`src/common/md_macros.svh`:
```
// Width and count constants of the multiply/divide unit
// Shared by the type package and the datapath blocks

`ifndef MD_MACROS_SVH
`define MD_MACROS_SVH

// Operand and result width
`define MD_XLEN 32

// Half-word width of one partial product operand
`define MD_HALF 16

// Multiplier accumulator width, two bits above XLEN for carry and sign
`define MD_ACC_W 34

// Bit index of the division step counter
`define MD_CNT_W 5

`endif
```
`src/common/md_fsm_pkg.sv`:
```
// State encodings of the multiplier and divider FSMs

package md_fsm_pkg;

  // One state per partial product, ALBL doubles as the idle state
  typedef enum logic [1:0] {
    ALBL,
    ALBH,
    AHBL,
    AHBH
  } mult_state_e;

  typedef enum logic [2:0] {
    DIV_IDLE,
    DIV_ABS_A,
    DIV_ABS_B,
    DIV_COMP,
    DIV_LAST,
    DIV_SIGN,
    DIV_FINISH
  } div_state_e;

endpackage

```
`src/common/md_types_pkg.sv`:
```
// Data types of the multiply/divide unit
// Operand vectors, accumulator, counter and the operation code

`include "md_macros.svh"

package md_types_pkg;

  // Operand or result word
  typedef logic [`MD_XLEN-1:0] word_t;

  // One half of an operand
  typedef logic [`MD_HALF-1:0] half_t;

  // Multiplier partial sum
  typedef logic [`MD_ACC_W-1:0] acc_t;

  // Quotient bit index during long division
  typedef logic [`MD_CNT_W-1:0] div_cnt_t;

  // Bit 0 marks operand a as signed, bit 1 operand b
  typedef logic [1:0] signed_mode_t;

  typedef enum logic [1:0] {
    MD_OP_MUL  = 2'b00,
    MD_OP_MULH = 2'b01,
    MD_OP_DIV  = 2'b10,
    MD_OP_REM  = 2'b11
  } md_op_e;

endpackage

```
`src/design/md_top.sv`:
```
// Top level of the sequential multiply/divide unit
// Control block with the multiplier and divider side by side

module md_top
  import md_types_pkg::*;
(
  input  logic         clk_i,
  input  logic         rst_ni,
  input  logic         start_i,
  input  md_op_e       op_i,
  input  word_t        op_a_i,
  input  word_t        op_b_i,
  input  signed_mode_t signed_mode_i,
  output logic         ready_o,
  output logic         valid_o,
  output word_t        result_o,
  input  logic         result_ready_i
);

  word_t        a, b;
  signed_mode_t mode;
  logic         mult_start, is_high, mult_done, mult_ack;
  logic         div_start, is_rem, div_done, div_ack;
  word_t        mult_result, div_result;

  md_ctrl u_ctrl (
    .clk_i          (clk_i),
    .rst_ni         (rst_ni),
    .start_i        (start_i),
    .op_i           (op_i),
    .op_a_i         (op_a_i),
    .op_b_i         (op_b_i),
    .signed_mode_i  (signed_mode_i),
    .ready_o        (ready_o),
    .valid_o        (valid_o),
    .result_o       (result_o),
    .result_ready_i (result_ready_i),
    .a_o            (a),
    .b_o            (b),
    .mode_o         (mode),
    .mult_start_o   (mult_start),
    .is_high_o      (is_high),
    .div_start_o    (div_start),
    .is_rem_o       (is_rem),
    .mult_done_i    (mult_done),
    .mult_result_i  (mult_result),
    .div_done_i     (div_done),
    .div_result_i   (div_result),
    .mult_ack_o     (mult_ack),
    .div_ack_o      (div_ack)
  );

  md_mult u_mult (
    .clk_i     (clk_i),
    .rst_ni    (rst_ni),
    .start_i   (mult_start),
    .is_high_i (is_high),
    .a_i       (a),
    .b_i       (b),
    .mode_i    (mode),
    .done_o    (mult_done),
    .result_o  (mult_result),
    .ack_i     (mult_ack)
  );

  md_div u_div (
    .clk_i    (clk_i),
    .rst_ni   (rst_ni),
    .start_i  (div_start),
    .is_rem_i (is_rem),
    .a_i      (a),
    .b_i      (b),
    .mode_i   (mode),
    .done_o   (div_done),
    .result_o (div_result),
    .ack_i    (div_ack)
  );

endmodule

```
`src/design/md_ctrl.sv`:
```
// Control block of the multiply/divide unit
// Captures one operation, starts the matching unit and returns its result

module md_ctrl
  import md_types_pkg::*;
(
  input  logic         clk_i,
  input  logic         rst_ni,
  input  logic         start_i,
  input  md_op_e       op_i,
  input  word_t        op_a_i,
  input  word_t        op_b_i,
  input  signed_mode_t signed_mode_i,
  output logic         ready_o,
  output logic         valid_o,
  output word_t        result_o,
  input  logic         result_ready_i,
  output word_t        a_o,
  output word_t        b_o,
  output signed_mode_t mode_o,
  output logic         mult_start_o,
  output logic         is_high_o,
  output logic         div_start_o,
  output logic         is_rem_o,
  input  logic         mult_done_i,
  input  word_t        mult_result_i,
  input  logic         div_done_i,
  input  word_t        div_result_i,
  output logic         mult_ack_o,
  output logic         div_ack_o
);

  logic         busy_q;
  logic         issue_q;
  logic         accept;
  logic         is_mult;
  md_op_e       op_q;
  word_t        a_q, b_q;
  signed_mode_t mode_q;

  assign ready_o = ~busy_q;
  assign accept  = start_i & ready_o;
  assign is_mult = (op_q == MD_OP_MUL) || (op_q == MD_OP_MULH);

  always_ff @(posedge clk_i or negedge rst_ni) begin
    if (!rst_ni) begin
      busy_q  <= 1'b0;
      issue_q <= 1'b0;
      op_q    <= MD_OP_MUL;
    end else begin
      issue_q <= accept;
      if (accept) begin
        busy_q <= 1'b1;
        op_q   <= op_i;
      end else if (valid_o && result_ready_i) begin
        busy_q <= 1'b0;
      end
    end
  end

  always_ff @(posedge clk_i) begin
    if (accept) begin
      a_q    <= op_a_i;
      b_q    <= op_b_i;
      mode_q <= signed_mode_i;
    end
  end

  assign a_o    = a_q;
  assign b_o    = b_q;
  assign mode_o = mode_q;

  // One start pulse in the cycle after accept
  assign mult_start_o = issue_q & is_mult;
  assign div_start_o  = issue_q & ~is_mult;
  assign is_high_o    = (op_q == MD_OP_MULH);
  assign is_rem_o     = (op_q == MD_OP_REM);

  assign valid_o  = busy_q & (is_mult ? mult_done_i : div_done_i);
  assign result_o = is_mult ? mult_result_i : div_result_i;

  assign mult_ack_o = is_mult & mult_done_i & result_ready_i;
  assign div_ack_o  = ~is_mult & div_done_i & result_ready_i;

endmodule

```
`src/div/md_div.sv`:
```
// Restoring long divider on operand magnitudes with a final sign fix
// Division by zero exits early with all ones (DIV) or operand a (REM)

`include "md_macros.svh"

module md_div
  import md_types_pkg::*;
  import md_fsm_pkg::*;
(
  input  logic         clk_i,
  input  logic         rst_ni,
  input  logic         start_i,
  input  logic         is_rem_i,
  input  word_t        a_i,
  input  word_t        b_i,
  input  signed_mode_t mode_i,
  output logic         done_o,
  output word_t        result_o,
  input  logic         ack_i
);

  div_state_e state_q, state_d;
  logic       go_q;
  logic       done_q;
  div_cnt_t   cnt_q;
  div_cnt_t   cnt_nxt;

  // Datapath registers
  word_t      num_q;
  word_t      den_q;
  word_t      quot_q;
  word_t      res_q;
  logic [`MD_XLEN:0] rem_q;

  // Trial subtraction and negation
  logic [`MD_XLEN+1:0] trial;
  logic       ge;
  word_t      next_rem;
  word_t      next_quot;
  word_t      one_shift;
  word_t      neg_op;
  word_t      neg_res;

  logic       sign_a, sign_b;
  logic       b_zero;
  logic       flip;

  assign sign_a = mode_i[0] & a_i[`MD_XLEN-1];
  assign sign_b = mode_i[1] & b_i[`MD_XLEN-1];
  assign b_zero = (b_i == '0);

  // REM takes the sign of a, DIV is negative when the signs differ
  assign flip = is_rem_i ? sign_a : (sign_a ^ sign_b);

  assign cnt_nxt = cnt_q - 1'b1;

  // Partial remainder may reach 33 bits after the shift, so compare on 34
  assign trial     = {1'b0, rem_q} - {2'b00, den_q};
  assign ge        = ~trial[`MD_XLEN+1];
  assign next_rem  = ge ? trial[`MD_XLEN-1:0] : rem_q[`MD_XLEN-1:0];
  assign one_shift = word_t'(1) << cnt_q;
  assign next_quot = ge ? (quot_q | one_shift) : quot_q;

  // One negator serves both absolute values and the sign fix
  always_comb begin
    unique case (state_q)
      DIV_ABS_A: neg_op = a_i;
      DIV_ABS_B: neg_op = b_i;
      default:   neg_op = res_q;
    endcase
  end

  assign neg_res = '0 - neg_op;

  always_comb begin
    state_d = state_q;

    unique case (state_q)
      DIV_IDLE: begin
        if (go_q) begin
          state_d = b_zero ? DIV_FINISH : DIV_ABS_A;
        end
      end
      DIV_ABS_A: state_d = DIV_ABS_B;
      DIV_ABS_B: state_d = DIV_COMP;
      DIV_COMP: begin
        if (cnt_q == div_cnt_t'(1)) begin
          state_d = DIV_LAST;
        end
      end
      DIV_LAST:  state_d = DIV_SIGN;
      DIV_SIGN:  state_d = DIV_FINISH;
      DIV_FINISH: begin
        // Hold the result until it is retired
        if (done_q && ack_i) begin
          state_d = DIV_IDLE;
        end
      end
      default:   state_d = DIV_IDLE;
    endcase
  end

  always_ff @(posedge clk_i or negedge rst_ni) begin
    if (!rst_ni) begin
      state_q <= DIV_IDLE;
      go_q    <= 1'b0;
      done_q  <= 1'b0;
      cnt_q   <= '0;
    end else begin
      state_q <= state_d;
      go_q    <= start_i;
      if (state_q == DIV_FINISH) begin
        done_q <= ~(done_q & ack_i);
      end
      if (state_q == DIV_IDLE) begin
        cnt_q <= '1;
      end else if (state_q == DIV_COMP) begin
        cnt_q <= cnt_nxt;
      end
    end
  end

  always_ff @(posedge clk_i) begin
    unique case (state_q)
      DIV_IDLE: begin
        if (go_q && b_zero) begin
          res_q <= is_rem_i ? a_i : '1;
        end
      end
      DIV_ABS_A: begin
        num_q  <= sign_a ? neg_res : a_i;
        quot_q <= '0;
      end
      DIV_ABS_B: begin
        den_q <= sign_b ? neg_res : b_i;
        rem_q <= {{`MD_XLEN{1'b0}}, num_q[`MD_XLEN-1]};
      end
      DIV_COMP: begin
        // Bring down the next numerator bit
        rem_q  <= {next_rem, num_q[cnt_nxt]};
        quot_q <= next_quot;
      end
      DIV_LAST: begin
        res_q <= is_rem_i ? next_rem : next_quot;
      end
      DIV_SIGN: begin
        if (flip) begin
          res_q <= neg_res;
        end
      end
      default: begin
      end
    endcase
  end

  assign done_o   = done_q;
  assign result_o = res_q;

endmodule

```
`src/mult/md_mult.sv`:
```
// Sequential multiplier built on one 17x17 signed multiply-accumulate step
// Visits al*bl, al*bh, ah*bl and ah*bh; MUL stops after three steps

`include "md_macros.svh"

module md_mult
  import md_types_pkg::*;
  import md_fsm_pkg::*;
(
  input  logic         clk_i,
  input  logic         rst_ni,
  input  logic         start_i,
  input  logic         is_high_i,
  input  word_t        a_i,
  input  word_t        b_i,
  input  signed_mode_t mode_i,
  output logic         done_o,
  output word_t        result_o,
  input  logic         ack_i
);

  mult_state_e state_q, state_d;
  logic        run_q;
  logic        done_q;
  logic        last_step;
  acc_t        acc_q, acc_d;

  // MAC operands
  half_t       a_lo, a_hi, b_lo, b_hi;
  half_t       mult_op_a, mult_op_b;
  logic        sign_a, sign_b;
  logic        a_neg, b_neg;
  logic        signed_mult;
  acc_t        accum;
  logic signed [`MD_ACC_W-1:0] mac;

  // Shifted and merged views of the accumulator
  acc_t        acc_lo_shift;
  acc_t        acc_hi_shift;
  acc_t        acc_low_word;

  assign a_lo = a_i[`MD_HALF-1:0];
  assign a_hi = a_i[`MD_XLEN-1:`MD_HALF];
  assign b_lo = b_i[`MD_HALF-1:0];
  assign b_hi = b_i[`MD_XLEN-1:`MD_HALF];

  assign a_neg       = mode_i[0] & a_i[`MD_XLEN-1];
  assign b_neg       = mode_i[1] & b_i[`MD_XLEN-1];
  assign signed_mult = (mode_i != 2'b00);

  // Top bit of the 35-bit sum always equals bit 33, so 34 bits are enough
  assign mac = $signed({sign_a, mult_op_a}) * $signed({sign_b, mult_op_b}) + $signed(accum);

  // Carry of the low word into the next half-word position, always unsigned
  assign acc_lo_shift = {{(`MD_ACC_W-`MD_HALF){1'b0}}, acc_q[`MD_XLEN-1:`MD_HALF]};
  // High accumulation moved down one half-word for ah*bh
  assign acc_hi_shift = {{`MD_HALF{signed_mult & acc_q[`MD_ACC_W-1]}},
                         acc_q[`MD_ACC_W-1:`MD_HALF]};
  // Low product word, upper half from this step and lower half from al*bl
  assign acc_low_word = {{(`MD_ACC_W-`MD_XLEN){1'b0}}, mac[`MD_HALF-1:0],
                         acc_q[`MD_HALF-1:0]};

  always_comb begin
    mult_op_a = a_lo;
    mult_op_b = b_lo;
    sign_a    = 1'b0;
    sign_b    = 1'b0;
    accum     = '0;
    acc_d     = mac;
    state_d   = state_q;
    last_step = 1'b0;

    unique case (state_q)
      ALBL: begin
        state_d = ALBH;
      end

      ALBH: begin
        mult_op_b = b_hi;
        sign_b    = b_neg;
        accum     = acc_lo_shift;
        acc_d     = is_high_i ? mac : acc_low_word;
        state_d   = AHBL;
      end

      AHBL: begin
        mult_op_a = a_hi;
        sign_a    = a_neg;
        if (is_high_i) begin
          accum   = acc_q;
          state_d = AHBH;
        end else begin
          // MUL ends here and holds in AHBL until retired
          accum     = acc_lo_shift;
          acc_d     = acc_low_word;
          last_step = 1'b1;
        end
      end

      AHBH: begin
        mult_op_a = a_hi;
        mult_op_b = b_hi;
        sign_a    = a_neg;
        sign_b    = b_neg;
        accum     = acc_hi_shift;
        last_step = 1'b1;
      end

      default: begin
        state_d = ALBL;
      end
    endcase
  end

  always_ff @(posedge clk_i or negedge rst_ni) begin
    if (!rst_ni) begin
      state_q <= ALBL;
      run_q   <= 1'b0;
      done_q  <= 1'b0;
    end else if (done_q && ack_i) begin
      done_q  <= 1'b0;
      state_q <= ALBL;
    end else if (run_q) begin
      state_q <= state_d;
      if (last_step) begin
        run_q  <= 1'b0;
        done_q <= 1'b1;
      end
    end else if (start_i) begin
      run_q <= 1'b1;
    end
  end

  always_ff @(posedge clk_i) begin
    if (run_q) begin
      acc_q <= acc_d;
    end
  end

  assign done_o   = done_q;
  assign result_o = acc_q[`MD_XLEN-1:0];

endmodule

```
`config.mk`:
```
export PLATFORM = sky130hd
export DESIGN_NAME = md_top
export DESIGN_NICKNAME = d
export VERILOG_FILES = /design/src/common/md_fsm_pkg.sv /design/src/common/md_types_pkg.sv /design/src/design/md_top.sv /design/src/design/md_ctrl.sv /design/src/div/md_div.sv /design/src/mult/md_mult.sv
export VERILOG_INCLUDE_DIRS = /design/src /design/src/common
export SDC_FILE = /design/constraint.sdc
export NUM_CORES = 2
export LEC_CHECK = 0
export BUFFER_PORTS_ARGS = -buffer_cell sky130_fd_sc_hd__buf_2
export CORE_MARGIN = 4
export CORE_UTILIZATION = 40
export CTS_CLUSTER_DIAMETER = 120
export DETAILED_ROUTE_END_ITERATION = 10
export GPL_TIMING_DRIVEN = 0
export PLACE_DENSITY_LB_ADDON = 0.08
export SKIP_LAST_GASP = 1
export SLEW_MARGIN = 20
export SYNTH_ARGS = -nofsm -noshare
export SYNTH_HDL_FRONTEND = slang
export SYNTH_SLANG_ARGS = --single-unit
```
`constraint.sdc`:
```
create_clock -name clk_i -period 13 [get_ports clk_i]
set_input_delay 1.3 -clock clk_i [delete_from_list [all_inputs] [get_ports clk_i]]
set_output_delay 1.3 -clock clk_i [all_outputs]
set_load 0.01 [all_outputs]
```
==> flow_summary_export.csv <==
group,metric,value,unit
clock_network,cts_root_buf,"clkbuf_16",
setup_path,worstSetupPathDepth,30,
setup_path,crit_path_end_kind,"register",
clock_network,post_cts_buffers,0,
synthesis,synth_cell_type_count,85,
layout,antenna_cells,0,
setup_path,cp_slowest_cell,"a2111oi_0",
die,fp.dieH,279,µm
placed_design,port_buffers,105,
layout,syn2layout_area_growth,10.6,%
die,core,72800,µm²
setup_path,cpLargestDelayFamily,"buffers and inverters",
routing,ant_nets,0,
setup_path,worstPathArrival,12160,ps
die,die_w,279,µm
global_route,use_met2,52.2,%
die,ioPinCount,106,
synthesis,ys_warn_count,0,
sta,maxSlewViolCount,0,
clock_network,cts_tree,"done",
sta,hold-worst-slack,499,ps
run,drv_cap,0,
global_route,overflow,0,
routing,wl,119000,µm
layout,fillers,7154,
sta,fin_ws,1110,ps
global_route,grt_start_max_net_pins,38,
synthesis,yosys.area.top_type,"edfxtp_1",
hold_path,hold_class,"reg -> reg",
setup_path,cp-start-kind,"register",
routing,drtIter0Drc,1886,
global_route,grt_pass1_vias,24487,
routing,vias_per_cell,5.66,
setup_path,critical_path.max_fanout,10,
placed_design,post-dp-hpwl,99400,µm
clock_network,cts_max_path_buffers,3,
clock_network,insertion_delay,580,ps
synthesis,seq_area_frac_synth,28.3,%
synthesis,yosysMostFrequentCell,"inv_1",
clock_network,numCtsBuffers,34,
sta,period_minus_slack,11890,ps
clock_network,post_cts_resized,0,
synthesis,avgSynthCellArea,9.55,µm²
die,die_area,77700,µm²
synthesis,synthFlopType,"edfxtp_1",
routing,drc,0,
setup_path,cp_slowest_stage_delay,840,ps
setup_path,crit_buf_inv,11,
global_route,grt_pass1_wl,172000,µm
outcome,outcome,"complete, no violations",
setup_path,rr_worst_depth,30,
synthesis,synth_nets,3628,
clock_network,path_clk_slew,60,ps
sta,tns,0,ps
global_route,antenna_found_initial,2,
synthesis,syn_area,29300,µm²
global_route,gr-usage-met3,4.02,%
synthesis,synth_commonest_cells,"inv_1 (508), nor2_1 (403), fa_1 (340), nand2_1 (294), edfxtp_1 (261)",
setup_path,critical_path_class,"reg -> reg",
die,fp-row-count,99,
synthesis,synth-edff-count,261,
placed_design,place_congestion,1.03,
clock_network,cts_sinks,279,
synthesis,yosys-top-cells-area,"edfxtp_1 (27%), fa_1 (23%), inv_1 (6.5%)",
sta,fmax,84.1,MHz
sta,setup_viol_count_final,0,
layout,layout-drive-gt1-share,11.3,%
clock_network,cts_hold_buf,0,
hold_path,whs_path_depth,1,
sta,rsz0062_at_grt,"false",
die,initial_core_util,40.3,%
global_route,busiest_layer,"met2",
sta,slew_headroom,22.3,%
global_route,use_met1,35.8,%
placed_design,post-place-ws,1270,ps
synthesis,synth-async-reset-ratio,6.45,%
routing,drt_first_pass_iters,7,
global_route,grt_usage,30.5,%
routing,wire_per_inst,28.4,µm
synthesis,synth-seq-cells,279,
layout,nets,3781,
sta,tightest_slew,1130,ps
sta,hold_viol_final,0,
sta,clock-skew-final,42.9,ps
layout,final_core_util,44.6,%
sta,finalCritPeriodShare,91.4,%
synthesis,netlist_instances,3071,
synthesis,netlist.area_leader.share,26.7,%
setup_path,required,13280,ps
clock_network,htreeDepth,2,
routing,vias,23813,
-- state kept, by name, indices dropped and copies added (netlist names) --
register and flops:
u_ctrl.issue_q 1, u_div.cnt_q 5, u_ctrl.mode_o 2, u_div.go_q 1, u_div.done_o 1, u_ctrl.busy_q 1
u_mult.acc_q 34, u_div.den_q 32, u_div.num_q 32, u_div.result_o 32, u_div.quot_q 32, u_mult.done_o 1
u_mult.state_q 2, u_ctrl.a_o 32, u_div.rem_q 33, u_mult.run_q 1, u_ctrl.b_o 32, u_ctrl.op_q 2
u_div.state_q 3
-- per-layer routing --
metal	up-vias	wire length [µm]
li1	10489	-
met1	12020	44300
met5	-	8
met4	2	10300
met2	975	58200
met3	327	6510
-- worst paths after layout --
kind                              startpoint                to  slack [ps]
min in group asynchronous             rst_ni    u_div.cnt_q[1]         680
max                        u_mult.state_q[1]  u_mult.acc_q[28]        1110
max in group asynchronous             rst_ni      u_mult.run_q       11980
max reg2reg                u_mult.state_q[1]  u_mult.acc_q[28]        1110
min reg2reg                   u_ctrl.issue_q        u_div.go_q         500
min                           u_ctrl.issue_q        u_div.go_q         500
-- layout make-up --
| class | count | area, µm² | share of cell area [%] |
|---|---|---|---|
| buffer | 130 | 552 | 1.70 |
| clock buffer | 45 | 912 | 2.81 |
| clock inverter | 17 | 166 | 0.513 |
| inverter | 510 | 1910 | 5.90 |
| multi-input combinational | 2152 | 18700 | 57.6 |
| sequential | 279 | 8290 | 25.5 |
| tap | 959 | 1200 | 3.70 |
| timing repair buffer | 117 | 737 | 2.27 |
-- through the flow --
step | std cells | cell area, µm²
global route | 4209 | 32400
global placement | 4135 | 31100
detailed placement | 4147 | 31400
floorplan | 3071 | 29300
finish | 4209 | 32400
CTS | 4209 | 32400
-- logic make-up (layout without fill, tap and decap cells) --
kind of cell | count (synthesis) | in the layout | synth area share, %
buffers and inverters | 640 | 819 | 8.41
xor gates and xnor gates | 98 | 98 | 2.93
muxes | 166 | 166 | 6.54
AOI/OAI and AO/OA | 518 | 518 | 11.5
and+or+nand+nor | 885 | 885 | 13.0
DFF | 279 | 279 | 28.3
adders and majority gates | 485 | 485 | 29.4
-- placed cells by master (no fill, tap or decap), types with 12 or more instances in the layout --
master     count
a21oi_1      159
clkbuf_1      87
o221ai_1      28
a31oi_1       22
xor2_1        32
nand4_1       17
mux2i_2       15
o22ai_1       12
fa_1         340
nand3_1       45
mux2_2       103
mux2i_1       36
o21ai_0       96
nand2_1      294
a21o_1        42
ha_1         145
nor2_1       400
dfrtp_1       17
o21a_1        15
buf_2        138
edfxtp_1     261
clkbuf_16     34
o211ai_1      31
nand2b_1      27
and2_1        23
a22oi_1       20
inv_1        507
buf_1         14
nor3_1        15
xnor2_1       66
Power is left out: the tool's default activity adds up to more than one toggle a clock period on the data nets, which glitch-free logic cannot reach.
